## config.mk

```make
export PLATFORM = sky130hd
export DESIGN_NAME = gesture_perceptron
export DESIGN_NICKNAME = d
export VERILOG_FILES = /design/src/blob_pkg.sv /design/src/perceptron_pkg.sv /design/src/blob_if.sv /design/src/gesture_classifier.sv /design/src/gesture_hysteresis.sv /design/src/gesture_perceptron.sv /design/src/motion_tracker.sv /design/src/shape_features.sv
export SDC_FILE = /design/constraint.sdc
export NUM_CORES = 2
export LEC_CHECK = 0
export ABC_AREA = 1
export BUFFER_PORTS_ARGS = -buffer_cell sky130_fd_sc_hd__buf_2
export CORE_ASPECT_RATIO = 0.75
export CORE_MARGIN = 2
export CORE_UTILIZATION = 65
export CTS_CLUSTER_DIAMETER = 120
export CTS_CLUSTER_SIZE = 20
export DETAILED_ROUTE_END_ITERATION = 8
export GPL_ROUTABILITY_DRIVEN = 0
export PLACE_DENSITY = 0.82
export SYNTH_ARGS = -nofsm -noshare
export SYNTH_HDL_FRONTEND = slang
export SYNTH_SLANG_ARGS = --single-unit
export TNS_END_PERCENT = 50
```

## constraint.sdc

```tcl
create_clock -name clk -period 152.4 [get_ports clk]
set_clock_uncertainty 0.15 [all_clocks]
set_input_delay 30.48 -clock clk [delete_from_list [all_inputs] [get_ports clk]]
set_output_delay 30.48 -clock clk [all_outputs]
set_load 0.1 [all_outputs]
```

## src/blob_pkg.sv

```systemverilog
package blob_pkg;

    // ------------------------------------------------------------------
    // Blob statistic types
    // ------------------------------------------------------------------
    typedef logic [9:0]  coord_t;    // Pixel coordinate, 0..1023
    typedef logic [10:0] dim_t;      // Box width or height, needs the +1
    typedef logic [19:0] area_t;     // Blob pixel count
    typedef logic [21:0] box_area_t; // Width times height

    // ------------------------------------------------------------------
    // Geometry gate
    // ------------------------------------------------------------------
    // Smallest blob worth classifying
    localparam area_t MIN_AREA = 20'd200;

    // Both box sides must reach this
    localparam dim_t MIN_BOX_DIM = 11'd6;

    // Area feature clips to 255 above this count
    localparam area_t AREA_SAT = 20'd5000;

endpackage

```

## src/perceptron_pkg.sv

```systemverilog
package perceptron_pkg;

    localparam int NUM_FEATURES = 5;

    // ------------------------------------------------------------------
    // Feature vector
    // ------------------------------------------------------------------
    typedef logic [7:0] feature_t;  // Unsigned feature byte

    // Field order matches index order of the array view below
    typedef struct packed {
        feature_t compactness;  // Index 0
        feature_t speed;        // Index 1
        feature_t area;         // Index 2
        feature_t aspect;       // Index 3
        feature_t oscillation;  // Index 4
    } feature_fields_t;

    // Producers fill by name, the weighted sums walk the array
    typedef union packed {
        feature_t [0:NUM_FEATURES-1] feat;
        feature_fields_t             field;
    } feature_vec_u;

    // ------------------------------------------------------------------
    // Perceptron constants
    // ------------------------------------------------------------------
    typedef logic signed [8:0]  weight_t;
    typedef logic signed [15:0] activation_t;

    // Fist likes compact, still blobs
    localparam weight_t W_FIST [NUM_FEATURES] = '{
        9'sd100, -9'sd20, 9'sd30, 9'sd10, -9'sd50
    };

    // Open hand likes sparse, large blobs
    localparam weight_t W_OPEN [NUM_FEATURES] = '{
        -9'sd80, -9'sd20, 9'sd50, 9'sd20, -9'sd50
    };

    // Wave is mostly speed and oscillation
    localparam weight_t W_WAVE [NUM_FEATURES] = '{
        9'sd20, 9'sd100, 9'sd20, 9'sd10, 9'sd120
    };

    localparam activation_t B_FIST = -16'sd50;
    localparam activation_t B_OPEN = -16'sd30;
    localparam activation_t B_WAVE = -16'sd60;

    localparam activation_t ACT_THRESHOLD = 16'sd128;  // Winner must beat this

endpackage

```

## src/blob_if.sv

```systemverilog
`timescale 1ns/1ps

interface blob_if import blob_pkg::*; ();

    logic   valid;         // Blob present this frame
    coord_t cx;            // Centroid x
    coord_t min_x, max_x;  // Bounding box, x
    coord_t min_y, max_y;  // Bounding box, y
    area_t  area;          // Pixel count

    // Driven from the top-level pins
    modport source (output valid, cx, min_x, max_x, min_y, max_y, area);

    // Geometry only, no centroid
    modport shape (input valid, min_x, max_x, min_y, max_y, area);

    // Horizontal tracking
    modport motion (input valid, cx);

endinterface

```

## src/gesture_classifier.sv

```systemverilog
`timescale 1ns/1ps

module gesture_classifier import perceptron_pkg::*; #(
    parameter int HYST_FRAMES = 2
) (
    input  logic     clk,
    input  logic     rst_n,
    input  logic     frame_start,
    input  logic     enable,
    input  feature_t compactness,
    input  feature_t area_feat,
    input  feature_t aspect,
    input  feature_t speed,
    input  feature_t oscillation,
    input  logic     qualified,
    output logic     fist,
    output logic     open_hand,
    output logic     wave,
    output feature_t debug_fist,
    output feature_t debug_open,
    output feature_t debug_wave
);

    feature_vec_u fv;
    activation_t  act_fist, act_open, act_wave;
    logic         raw_fist, raw_open, raw_wave;

    // ------------------------------------------------------------------
    // Helpers
    // ------------------------------------------------------------------
    // Bias plus sum of w * f / 16, each term truncated toward zero
    function automatic activation_t weighted_sum(input feature_vec_u v,
                                                 input weight_t w [NUM_FEATURES],
                                                 input activation_t bias);
        activation_t       acc;
        logic signed [17:0] prod;
        acc = bias;
        for (int i = 0; i < NUM_FEATURES; i++) begin
            prod = w[i] * $signed({1'b0, v.feat[i]});
            acc  = acc + activation_t'(prod / 18'sd16);
        end
        return acc;
    endfunction

    // Clip to an unsigned byte
    function automatic feature_t clamp_byte(input activation_t a);
        if (a < 16'sd0) begin
            return 8'd0;
        end else if (a > 16'sd255) begin
            return 8'd255;
        end
        return a[7:0];
    endfunction

    // ------------------------------------------------------------------
    // Scoring
    // ------------------------------------------------------------------
    always_comb begin
        fv.field.compactness = compactness;
        fv.field.speed       = speed;
        fv.field.area        = area_feat;
        fv.field.aspect      = aspect;
        fv.field.oscillation = oscillation;
    end

    assign act_fist = weighted_sum(fv, W_FIST, B_FIST);
    assign act_open = weighted_sum(fv, W_OPEN, B_OPEN);
    assign act_wave = weighted_sum(fv, W_WAVE, B_WAVE);

    assign debug_fist = clamp_byte(act_fist);
    assign debug_open = clamp_byte(act_open);
    assign debug_wave = clamp_byte(act_wave);

    // Strict winner, above threshold, size gate passed
    assign raw_fist = qualified && (act_fist > act_open) && (act_fist > act_wave) &&
                      (act_fist > ACT_THRESHOLD);
    assign raw_open = qualified && (act_open > act_fist) && (act_open > act_wave) &&
                      (act_open > ACT_THRESHOLD);
    assign raw_wave = qualified && (act_wave > act_fist) && (act_wave > act_open) &&
                      (act_wave > ACT_THRESHOLD);

    gesture_hysteresis #(
        .HYST_FRAMES (HYST_FRAMES)
    ) u_hyst (
        .clk         (clk),
        .rst_n       (rst_n),
        .frame_start (frame_start),
        .enable      (enable),
        .raw_fist    (raw_fist),
        .raw_open    (raw_open),
        .raw_wave    (raw_wave),
        .fist        (fist),
        .open_hand   (open_hand),
        .wave        (wave)
    );

    raw_onehot: assert property (@(posedge clk) disable iff (!rst_n)
        frame_start |-> $onehot0({raw_fist, raw_open, raw_wave}))
        else $error("gesture_classifier: more than one raw class");

endmodule

```

## src/gesture_hysteresis.sv

```systemverilog
`timescale 1ns/1ps

module gesture_hysteresis #(
    parameter int HYST_FRAMES = 2
) (
    input  logic clk,
    input  logic rst_n,
    input  logic frame_start,
    input  logic enable,
    input  logic raw_fist,
    input  logic raw_open,
    input  logic raw_wave,
    output logic fist,
    output logic open_hand,
    output logic wave
);

    // Counter has to hold HYST_FRAMES itself
    localparam int CW = (HYST_FRAMES < 1) ? 1 : $clog2(HYST_FRAMES + 1);

    logic [2:0]    raw_vec;   // Bit 0 fist, 1 open, 2 wave
    logic [2:0]    out_q;
    logic [CW-1:0] count_q [3];

    assign raw_vec = {raw_wave, raw_open, raw_fist};

    // ------------------------------------------------------------------
    // Per-class frame counters
    // ------------------------------------------------------------------
    always_ff @(posedge clk or negedge rst_n) begin
        if (!rst_n) begin
            out_q   <= '0;
            count_q <= '{default: '0};
        end else if (frame_start && enable) begin
            for (int c = 0; c < 3; c++) begin
                if (!raw_vec[c]) begin
                    count_q[c] <= '0;    // Any miss restarts
                    out_q[c]   <= 1'b0;
                end else if (count_q[c] < CW'(HYST_FRAMES)) begin
                    count_q[c] <= count_q[c] + 1'b1;
                end else begin
                    out_q[c] <= 1'b1;    // Held long enough
                end
            end
        end
    end

    assign fist      = out_q[0];
    assign open_hand = out_q[1];
    assign wave      = out_q[2];

    out_onehot: assert property (@(posedge clk) disable iff (!rst_n)
        $onehot0(out_q))
        else $error("gesture_hysteresis: two gestures at once");

endmodule

```

## src/gesture_perceptron.sv

```systemverilog
`timescale 1ns/1ps

module gesture_perceptron import blob_pkg::*, perceptron_pkg::*; #(
    parameter int HYST_FRAMES    = 2,  // Extra frames a class must hold
    parameter int MOVE_THRESHOLD = 2   // Pixels per frame that count as motion
) (
    input  logic       clk,
    input  logic       rst_n,
    input  logic       enable,
    input  logic       frame_start,     // One-cycle strobe, blob stats stable
    input  logic       centroid_valid,
    input  coord_t     centroid_x,
    input  coord_t     bbox_min_x,
    input  coord_t     bbox_min_y,
    input  coord_t     bbox_max_x,
    input  coord_t     bbox_max_y,
    input  area_t      blob_area,
    output logic       fist,
    output logic       open_hand,
    output logic       wave,
    output logic [7:0] debug_activation_fist,
    output logic [7:0] debug_activation_open,
    output logic [7:0] debug_activation_wave
);

    feature_t compactness, area_feat, aspect;
    feature_t speed, oscillation;
    logic     qualified;

    // ------------------------------------------------------------------
    // Blob bundle, source side
    // ------------------------------------------------------------------
    blob_if blob ();

    assign blob.valid = centroid_valid;
    assign blob.cx    = centroid_x;
    assign blob.min_x = bbox_min_x;
    assign blob.max_x = bbox_max_x;
    assign blob.min_y = bbox_min_y;
    assign blob.max_y = bbox_max_y;
    assign blob.area  = blob_area;

    shape_features u_shape (
        .blob        (blob),
        .compactness (compactness),
        .area_feat   (area_feat),
        .aspect      (aspect),
        .qualified   (qualified)
    );

    motion_tracker #(
        .MOVE_THRESHOLD (MOVE_THRESHOLD)
    ) u_motion (
        .clk         (clk),
        .rst_n       (rst_n),
        .frame_start (frame_start),
        .blob        (blob),
        .speed       (speed),
        .oscillation (oscillation)
    );

    gesture_classifier #(
        .HYST_FRAMES (HYST_FRAMES)
    ) u_classifier (
        .clk         (clk),
        .rst_n       (rst_n),
        .frame_start (frame_start),
        .enable      (enable),
        .compactness (compactness),
        .area_feat   (area_feat),
        .aspect      (aspect),
        .speed       (speed),
        .oscillation (oscillation),
        .qualified   (qualified),
        .fist        (fist),
        .open_hand   (open_hand),
        .wave        (wave),
        .debug_fist  (debug_activation_fist),
        .debug_open  (debug_activation_open),
        .debug_wave  (debug_activation_wave)
    );

endmodule

```

## src/motion_tracker.sv

```systemverilog
`timescale 1ns/1ps

module motion_tracker import blob_pkg::*, perceptron_pkg::*; #(
    parameter int MOVE_THRESHOLD = 2
) (
    input  logic     clk,
    input  logic     rst_n,
    input  logic     frame_start,
    blob_if.motion   blob,
    output feature_t speed,
    output feature_t oscillation
);

    coord_t             prev_x_q;     // Centroid x of last valid frame
    logic signed [10:0] velocity_q;   // Last x step, signed
    logic               dir_q;        // Recorded direction, 1 = right
    logic               dir_valid_q;  // A direction has been seen
    logic [2:0]         changes_q;    // Saturating reversal count
    logic [10:0]        abs_vel;
    logic               cur_dir;
    logic               update;

    assign update  = frame_start && blob.valid;
    assign abs_vel = velocity_q[10] ? 11'(-velocity_q) : 11'(velocity_q);
    assign cur_dir = ~velocity_q[10];

    // ------------------------------------------------------------------
    // Per-frame state
    // ------------------------------------------------------------------
    always_ff @(posedge clk or negedge rst_n) begin
        if (!rst_n) begin
            prev_x_q    <= '0;
            velocity_q  <= '0;
            dir_q       <= 1'b0;
            dir_valid_q <= 1'b0;
            changes_q   <= '0;
        end else if (update) begin
            velocity_q <= $signed({1'b0, blob.cx}) - $signed({1'b0, prev_x_q});
            prev_x_q   <= blob.cx;

            // Judged on the old velocity, before the overwrite
            if (abs_vel > 11'(MOVE_THRESHOLD)) begin
                if (!dir_valid_q) begin
                    dir_q       <= cur_dir;  // First move only recorded
                    dir_valid_q <= 1'b1;
                end else if (cur_dir != dir_q) begin
                    dir_q <= cur_dir;
                    if (changes_q != 3'd7) begin
                        changes_q <= changes_q + 3'd1;
                    end
                end
            end else if (changes_q != 3'd0) begin
                changes_q <= changes_q - 3'd1;  // Hand at rest, decay
            end
        end
    end

    assign speed       = abs_vel[7:0];
    assign oscillation = {1'b0, changes_q, 4'd0};  // Count x 16

    // Count steps by at most one per frame and never wraps past 7
    change_step: assert property (@(posedge clk) disable iff (!rst_n)
        ({1'b0, changes_q} == {1'b0, $past(changes_q)}) ||
        ($past(update) && {1'b0, changes_q} == {1'b0, $past(changes_q)} + 4'd1) ||
        ($past(update) && {1'b0, changes_q} + 4'd1 == {1'b0, $past(changes_q)}))
        else $error("motion_tracker: change count jumped");

endmodule

```

## src/shape_features.sv

```systemverilog
`timescale 1ns/1ps

module shape_features import blob_pkg::*, perceptron_pkg::*; (
    blob_if.shape    blob,
    output feature_t compactness,
    output feature_t area_feat,
    output feature_t aspect,
    output logic     qualified
);

    dim_t        width;
    dim_t        height;
    box_area_t   box_area;
    box_area_t   divisor;
    logic [27:0] ratio;  // Area * 256 / box area before clipping

    // ------------------------------------------------------------------
    // Box geometry
    // ------------------------------------------------------------------
    always_comb begin
        // Inverted or missing box gives zero size
        width  = (blob.valid && blob.max_x >= blob.min_x) ?
                 ({1'b0, blob.max_x} - {1'b0, blob.min_x} + 11'd1) : 11'd0;
        height = (blob.valid && blob.max_y >= blob.min_y) ?
                 ({1'b0, blob.max_y} - {1'b0, blob.min_y} + 11'd1) : 11'd0;
        box_area = width * height;  // 11 x 11 fits in 22
    end

    // ------------------------------------------------------------------
    // Compactness as an exact ratio
    // ------------------------------------------------------------------
    assign divisor = (box_area == '0) ? 22'd1 : box_area;  // Keep divider defined
    assign ratio   = {blob.area, 8'd0} / divisor;

    always_comb begin
        if (box_area == '0) begin
            compactness = 8'd0;    // Also covers a missing blob
        end else if (ratio > 28'd255) begin
            compactness = 8'd255;  // Blob denser than its box from noisy stats
        end else begin
            compactness = ratio[7:0];
        end
    end

    // Coarse area as area / 32
    assign area_feat = (blob.area > AREA_SAT) ? 8'd255 : blob.area[12:5];

    // Three-level aspect class
    always_comb begin
        if (height == '0) begin
            aspect = 8'd128;
        end else if (width > height) begin
            aspect = 8'd200;  // Wide
        end else if (width < height) begin
            aspect = 8'd50;   // Tall
        end else begin
            aspect = 8'd128;  // Square
        end
    end

    // Size gate for the classifier
    assign qualified = blob.valid && (blob.area >= MIN_AREA) &&
                       (width >= MIN_BOX_DIM) && (height >= MIN_BOX_DIM);

    // No blob means no density
    valid_low_clears: assert final (blob.valid || compactness == 8'd0)
        else $error("shape_features: compactness nonzero without valid blob");

endmodule

```

After elaboration in Yosys (flattened, before gate mapping). Index checks and enable logic that the tools add are counted. W data, S select, Z words.

Word-level logic and storage cells: 192. Bits of input ports: 75. Register bits after elaboration: 35.

Multipliers: 13. Equal/unequal tests: 12. $lt $le $gt $ge: 28. Reductions and logical operators: 38. Bitwise logic cells: 10. Div/mod/pow operators: 1. Mux-type cells: 44. Add/subtract/negate cells: 35.

Operators with widths (count): $add A16 B1 Y16 (9); $add A16 B16 Y16 (9); $mux W8 (15); $gt A16 B16 Y1 (6); $gt A16 B9 Y1 const B (6); $lt A16 B1 Y1 const B (3); $mul A3 B8 Y11 const A (4); $mul A5 B8 Y13 const A (3); $mux W11 (3); $sub A10 B10 Y11 (3); $add A16 B11 Y16 (2); $add A7 B16 Y16 const A (2); $div A28 B22 Y28 (1); $gt A28 B8 Y1 const B (1); $mul A4 B9 Y13 const A (2); $add A11 B1 Y11 const B (2); $ge A11 B3 Y1 const B (2); $logic_not A22 Y1 (1); $mul A11 B11 Y22 (1); $mux W22 (1); $ge A10 B10 Y1 (2); $ge A20 B8 Y1 const B (1); $gt A20 B13 Y1 const B (1); $add A16 B14 Y16 (1); other kinds (31) (100).

Longest topological paths before layout.
Depth after elaboration: 25. Gate-level depth with buffers: 601.

Cells and area by module. A second synthesis with hierarchy kept.

Cells, all modules: 6385. Area total of the unflattened synthesis: 42934.9 µm².

By module, submodules not included: shape_features (cells an instance 4346, times used 1, area an instance 27267.4 µm²); gesture_classifier (cells an instance 1724, times used 1, area an instance 13321.5 µm²); motion_tracker (cells an instance 262, times used 1, area an instance 1933.1 µm²); gesture_hysteresis (cells an instance 53, times used 1, area an instance 412.9 µm²).

Worst setup path after synthesis. OpenSTA, ideal clock, no wires.

Kind: input-to-output. Start: input port bbox_min_y[1]. End: output port debug_activation_fist[7]. Buffers on the path: 25. Stages on the path: 558. Slack: 14346 ps. Arrival time: 107424 ps. Cells stage by stage: inv_1 ha_1 inv_1 ha_1 fa_1 inv_1 nor2_1 nor2_1 o21bai_1 inv_1 nor2_1 o21ai_0 nand2_1 inv_1 nor2_1 o21ai_0 nand2_1 or2_2 [522 not listed] a21oi_1 xor2_1 fa_1 inv_1 fa_1 fa_1 inv_1 ha_1 inv_1 or2_2 nand2_1 a21oi_1 o21ai_0 xor2_1 or4_1 nor4_1 inv_1 o21ai_0.

Longest elaborated chain between the ends: 23.

Ends and longest elaborated chain: start: declaration (RTL line gesture_perceptron.sv:14) `input coord_t bbox_min_y,`; $sub A10 B10 Y11 or $ge A10 B10 Y1 (tied branches) (RTL line shape_features.sv:25, shape_features.sv:24); $add A11 B1 Y11 or $logic_and A1 B1 Y1 (tied branches) (RTL line shape_features.sv:25, shape_features.sv:24); $mux W11 * (RTL line shape_features.sv:24) `height = (blob.valid && blob.max_y >= blob.min_y) ?`; $mul A11 B11 Y22 (RTL line shape_features.sv:26) `box_area = width * height;`; $logic_not A22 Y1 (RTL line shape_features.sv:32, shape_features.sv:36); $mux W22 (RTL line shape_features.sv:32) `assign divisor = (box_area == '0) ? 22'd1 : box_area;`; $div A28 B22 Y28 (RTL line shape_features.sv:33) `assign ratio = {blob.area, 8'd0} / divisor;`; $gt A28 B8 Y1 (RTL line shape_features.sv:38) `end else if (ratio > 28'd255) begin`; [6 not listed]; $add A7 B16 Y16 (RTL line gesture_classifier.sv:40) `acc = acc + activation_t'(prod / 18'sd16);`; $add A16 B16 Y16 (2 in series) (RTL line gesture_classifier.sv:40); $add A16 B16 Y16 * (RTL line gesture_classifier.sv:40); $add A16 B11 Y16 * (RTL line gesture_classifier.sv:40); $gt A16 B9 Y1 (RTL line gesture_classifier.sv:49) `end else if (a > 16'sd255) begin`; $mux W1 (RTL line gesture_classifier.sv:49); $mux W1 (RTL line gesture_classifier.sv:47) `if (a < 16'sd0) begin`; $mux W8 * (RTL line gesture_classifier.sv:52) `return a[7:0];`; end: declaration (RTL line gesture_perceptron.sv:21) `output logic [7:0] debug_activation_fist,`.

Every way passes the cells marked *; elsewhere a longest branch is shown, timed or not.

Worst setup path after layout.
Start: input port bbox_min_y[1]. End: output port debug_activation_open[0].

Longest elaborated chain between the ends: 20.

Ends and longest elaborated chain: $sub A10 B10 Y11 or $ge A10 B10 Y1 (tied branches) (RTL line shape_features.sv:25, shape_features.sv:24); $add A11 B1 Y11 or $logic_and A1 B1 Y1 (tied branches) (RTL line shape_features.sv:25, shape_features.sv:24); $mux W11 * (RTL line shape_features.sv:24); $mul A11 B11 Y22 (RTL line shape_features.sv:26); $logic_not A22 Y1 (RTL line shape_features.sv:32, shape_features.sv:36); $mux W22 (RTL line shape_features.sv:32); $div A28 B22 Y28 (RTL line shape_features.sv:33); $gt A28 B8 Y1 (RTL line shape_features.sv:38); [3 not listed]; $add A6 B13 Y14 (RTL line gesture_classifier.sv:40); $add A16 B16 Y16 (2 in series) (RTL line gesture_classifier.sv:40); $add A16 B16 Y16 * (RTL line gesture_classifier.sv:40); $add A16 B11 Y16 * (RTL line gesture_classifier.sv:40); $gt A16 B9 Y1 (RTL line gesture_classifier.sv:49); $mux W1 (RTL line gesture_classifier.sv:49); $mux W1 (RTL line gesture_classifier.sv:47); $mux W8 * (RTL line gesture_classifier.sv:52); end: declaration (RTL line gesture_perceptron.sv:22) `output logic [7:0] debug_activation_open,`.

Marks and branches as above.

==> reports/results.ini <==
[logic_synthesis]
ys_types = 73
synthTopCellsByCount = 1164 x nand2_1, 1012 x inv_1, 856 x ha_1
ys_warn_count = 0
synth_nets = 7027
ys_top_cells_by_area = ha_1 27%, fa_1 11%, nand2_1 11%
ys_ff_latch = 35
synth_edf_count = 0
synth_most_common_cell = nand2_1
syn_inst = 5877
ys_seq_area_frac = 0.0220
synth_area_sq_um = 39800
async_reset_ff_frac = 1.00
ys.flop_type = dfrtp_1
synth.top_cell.area_share = 0.269
synth.avg_cell_area_sq_um = 6.77
synth_top_cell_by_area = ha_1

[global_route]
grt_start_max_net_pins = 41
grt_pass1_vias = 36700
grt_pass1_wl_mm = 183
track_usage = 0.353
grt_antenna_before_repair = 0
grt_overflow_total = 0
use_met3 = 0.0642
use_met2 = 0.552
gr-max-usage-layer = met2
grt_use_met1 = 0.496

[worst_setup_path]
slowest_delay_ps = 540
path_max_fanout = 32
cpMostUsedCell = nand2_1
cp_slowest_cell = fa_1
end_kind = output port
r2r-start = u_motion.velocity_q[0]
rrSetupSlack_ps = 139030
arrival_ps = 113550
critical_path_class = in -> out
worst-path-buf-inv = 84
crit_family = compound AO/OA/AOI/OAI gates
ff2ff_path_depth = 62
required_ps = 121770
critPathLaunchType = input pin
timing.rr.end = u_classifier.u_hyst.count_q[3]

[drt]
vias_per_cell = 5.76
vias = 38800
ant_nets = 0
drt-total-wl_mm = 113
drt-initial-drc-count = 3654
remaining_drc_errors = 1
dr.pass1.iters = 9
post_drt_wl_per_cell_um = 16.7

[clock_network]
cts.path.max_buffers = 2
insertion_delay_ps = 280
holdBufCountCts = 0
numCtsBuffers = 5
clock-sinks = 35
cts-htree-levels = 2
clk_pin_slew_ps = 60
cts_tree = done
clockRootBuffer = clkbuf_16

[timing]
final_hold_viol_count = 0
max-slew-margin-rel = 0.193
min_period_ps = 144180
setup_viol = 0
tightest_slew_ps = 1200
slew_violations = 0
max_freq_mhz = 6.94
setup_tns_ps = 0
period_share = 0.946

[outcome]
violations = DRC
status = finished with violations

[run]
drv_cap = 0

[hold_path]
min_to = u_motion.dir_valid_q
hold-path-cell-count = 2
min_from = u_motion.dir_valid_q
worstHoldPathType = reg -> reg

[floorplanning]
initial_core_util = 0.658
row_count = 78
die_height_um = 218
die_area_sq_um = 63200
core_area_sq_um = 60500
fp.dieW_um = 290
io_pins = 102

[layout]
syn2layout_area_growth_pct = 4.46
num_antenna_cells = 0
drive_gt1_frac = 0.0802
nets = 7093

[placement]
io_buffers = 101
dp_hpwl_mm = 93.8

-- worst reg2reg max path: cells and delay by family, from the launching register on --
family	cells	cell delay, ps
and+or+nand+nor	18	2840
xor gates and xnor gates	4	1460
DFF	1	470
AOI/OAI and AO/OA	18	3070
adders and majority gates	12	4360
buffers and inverters	10	930
-- registers in the layout (all words and copies together) (netlist names) --
signal / cells
u_motion.dir_valid_q: 1
u_motion.changes_q: 3
u_classifier.u_hyst.out_q: 3
u_classifier.u_hyst.count_q: 6
u_motion.dir_q: 1
u_motion.prev_x_q: 10
u_motion.velocity_q: 11
-- worst max path at each step --
stage                  start                        to  slack, ps  cells past startpoint
2_1_floorplan  bbox_min_y[1]  debug_activation_fist[7]      14350                    558
3_3_place_gp   bbox_min_x[1]  debug_activation_fist[7]       8040                    545
3_5_place_dp   bbox_min_y[1]  debug_activation_fist[7]       4760                    544
4_1_cts        bbox_min_y[1]  debug_activation_fist[7]       4550                    545
5_1_grt        bbox_min_y[1]  debug_activation_fist[7]       -250                    552
6_report       bbox_min_y[1]  debug_activation_open[0]       8220                    545
-- cells in the final DEF (no fill, tap or decap), types with 26 or more instances in the layout --
cell      synthesis  layout
o21ai_0         316     313
xor2_1          221     218
ha_1            856     856
a21oi_1         434     432
or2_2            68      68
inv_1          1012    1010
nor2_1          416     416
nand3_2          40      42
inv_2            48      47
fa_1            219     219
nand2_2          45      43
xnor2_1         190     187
nand3_1         212     210
nand2_4          20      27
nor3_1           48      48
o21ai_1          29      31
dfrtp_1          35      35
a21o_1           49      49
a21oi_2          25      26
buf_4             6      26
nand4_1          48      48
o21bai_1         45      45
buf_2            10     100
nand2_1        1164    1160
-- final cells by class --
class | count | area [sq um]
Fill cell | 5173 | 18900
Timing Repair Buffer | 129 | 734
Sequential cell | 35 | 876
Inverter | 1075 | 4070
Multi-Input combinational cell | 4695 | 34700
Clock buffer | 5 | 125
Timing Repair inverter | 2 | 10.0
Clock inverter | 3 | 43.8
Tap cell | 800 | 1000
-- cells by family (layout without fill, tap and decap cells) --
| logic type | count (synthesis) | after routing | synth area share |
|---|---|---|---|
| DFF | 35 | 35 | 0.0220 |
| adders and majority gates | 1075 | 1075 | 0.379 |
| xor gates and xnor gates | 412 | 412 | 0.0909 |
| AOI/OAI and AO/OA | 1050 | 1050 | 0.152 |
| buffers and inverters | 1149 | 1214 | 0.111 |
| muxes | 4 | 4 | 0.00101 |
| other | 1 | 1 | 0.0000942 |
| and+or+nand+nor | 2151 | 2153 | 0.244 |
-- repair_timing --
item	4_1_cts	5_1_grt
resized for setup	0	33
buffers inserted	0	6
setup endpoints to repair	0	24
-- per-layer routing --
layer / up-vias / share of wire
met4: 0 / 0.030
li1: 19200 / -
met5: - / 0
met3: 233 / 0.11
met1: 17700 / 0.44
met2: 1657 / 0.42
-- stage by stage --
| step | cells | instance area [sq um] | setup slack, ps | util | hold WS, ps |
|---|---|---|---|---|---|
| CTS | 6734 | 41400 | 4550 | 0.684 | 312 |
| global route | 6744 | 41600 | -255 | 0.687 | 357 |
| global placement | 6726 | 41200 | 8040 | 0.681 | 292 |
| detailed placement | 6726 | 41200 | 4760 | 0.681 | 295 |
| finish | 6744 | 41600 | 8220 | 0.687 | 311 |
| floorplan | 5877 | 39800 | 14350 | - | 278 |
Power is left out: the tool's default activity adds up to more than one toggle a clock period on the data nets, which glitch-free logic cannot reach.
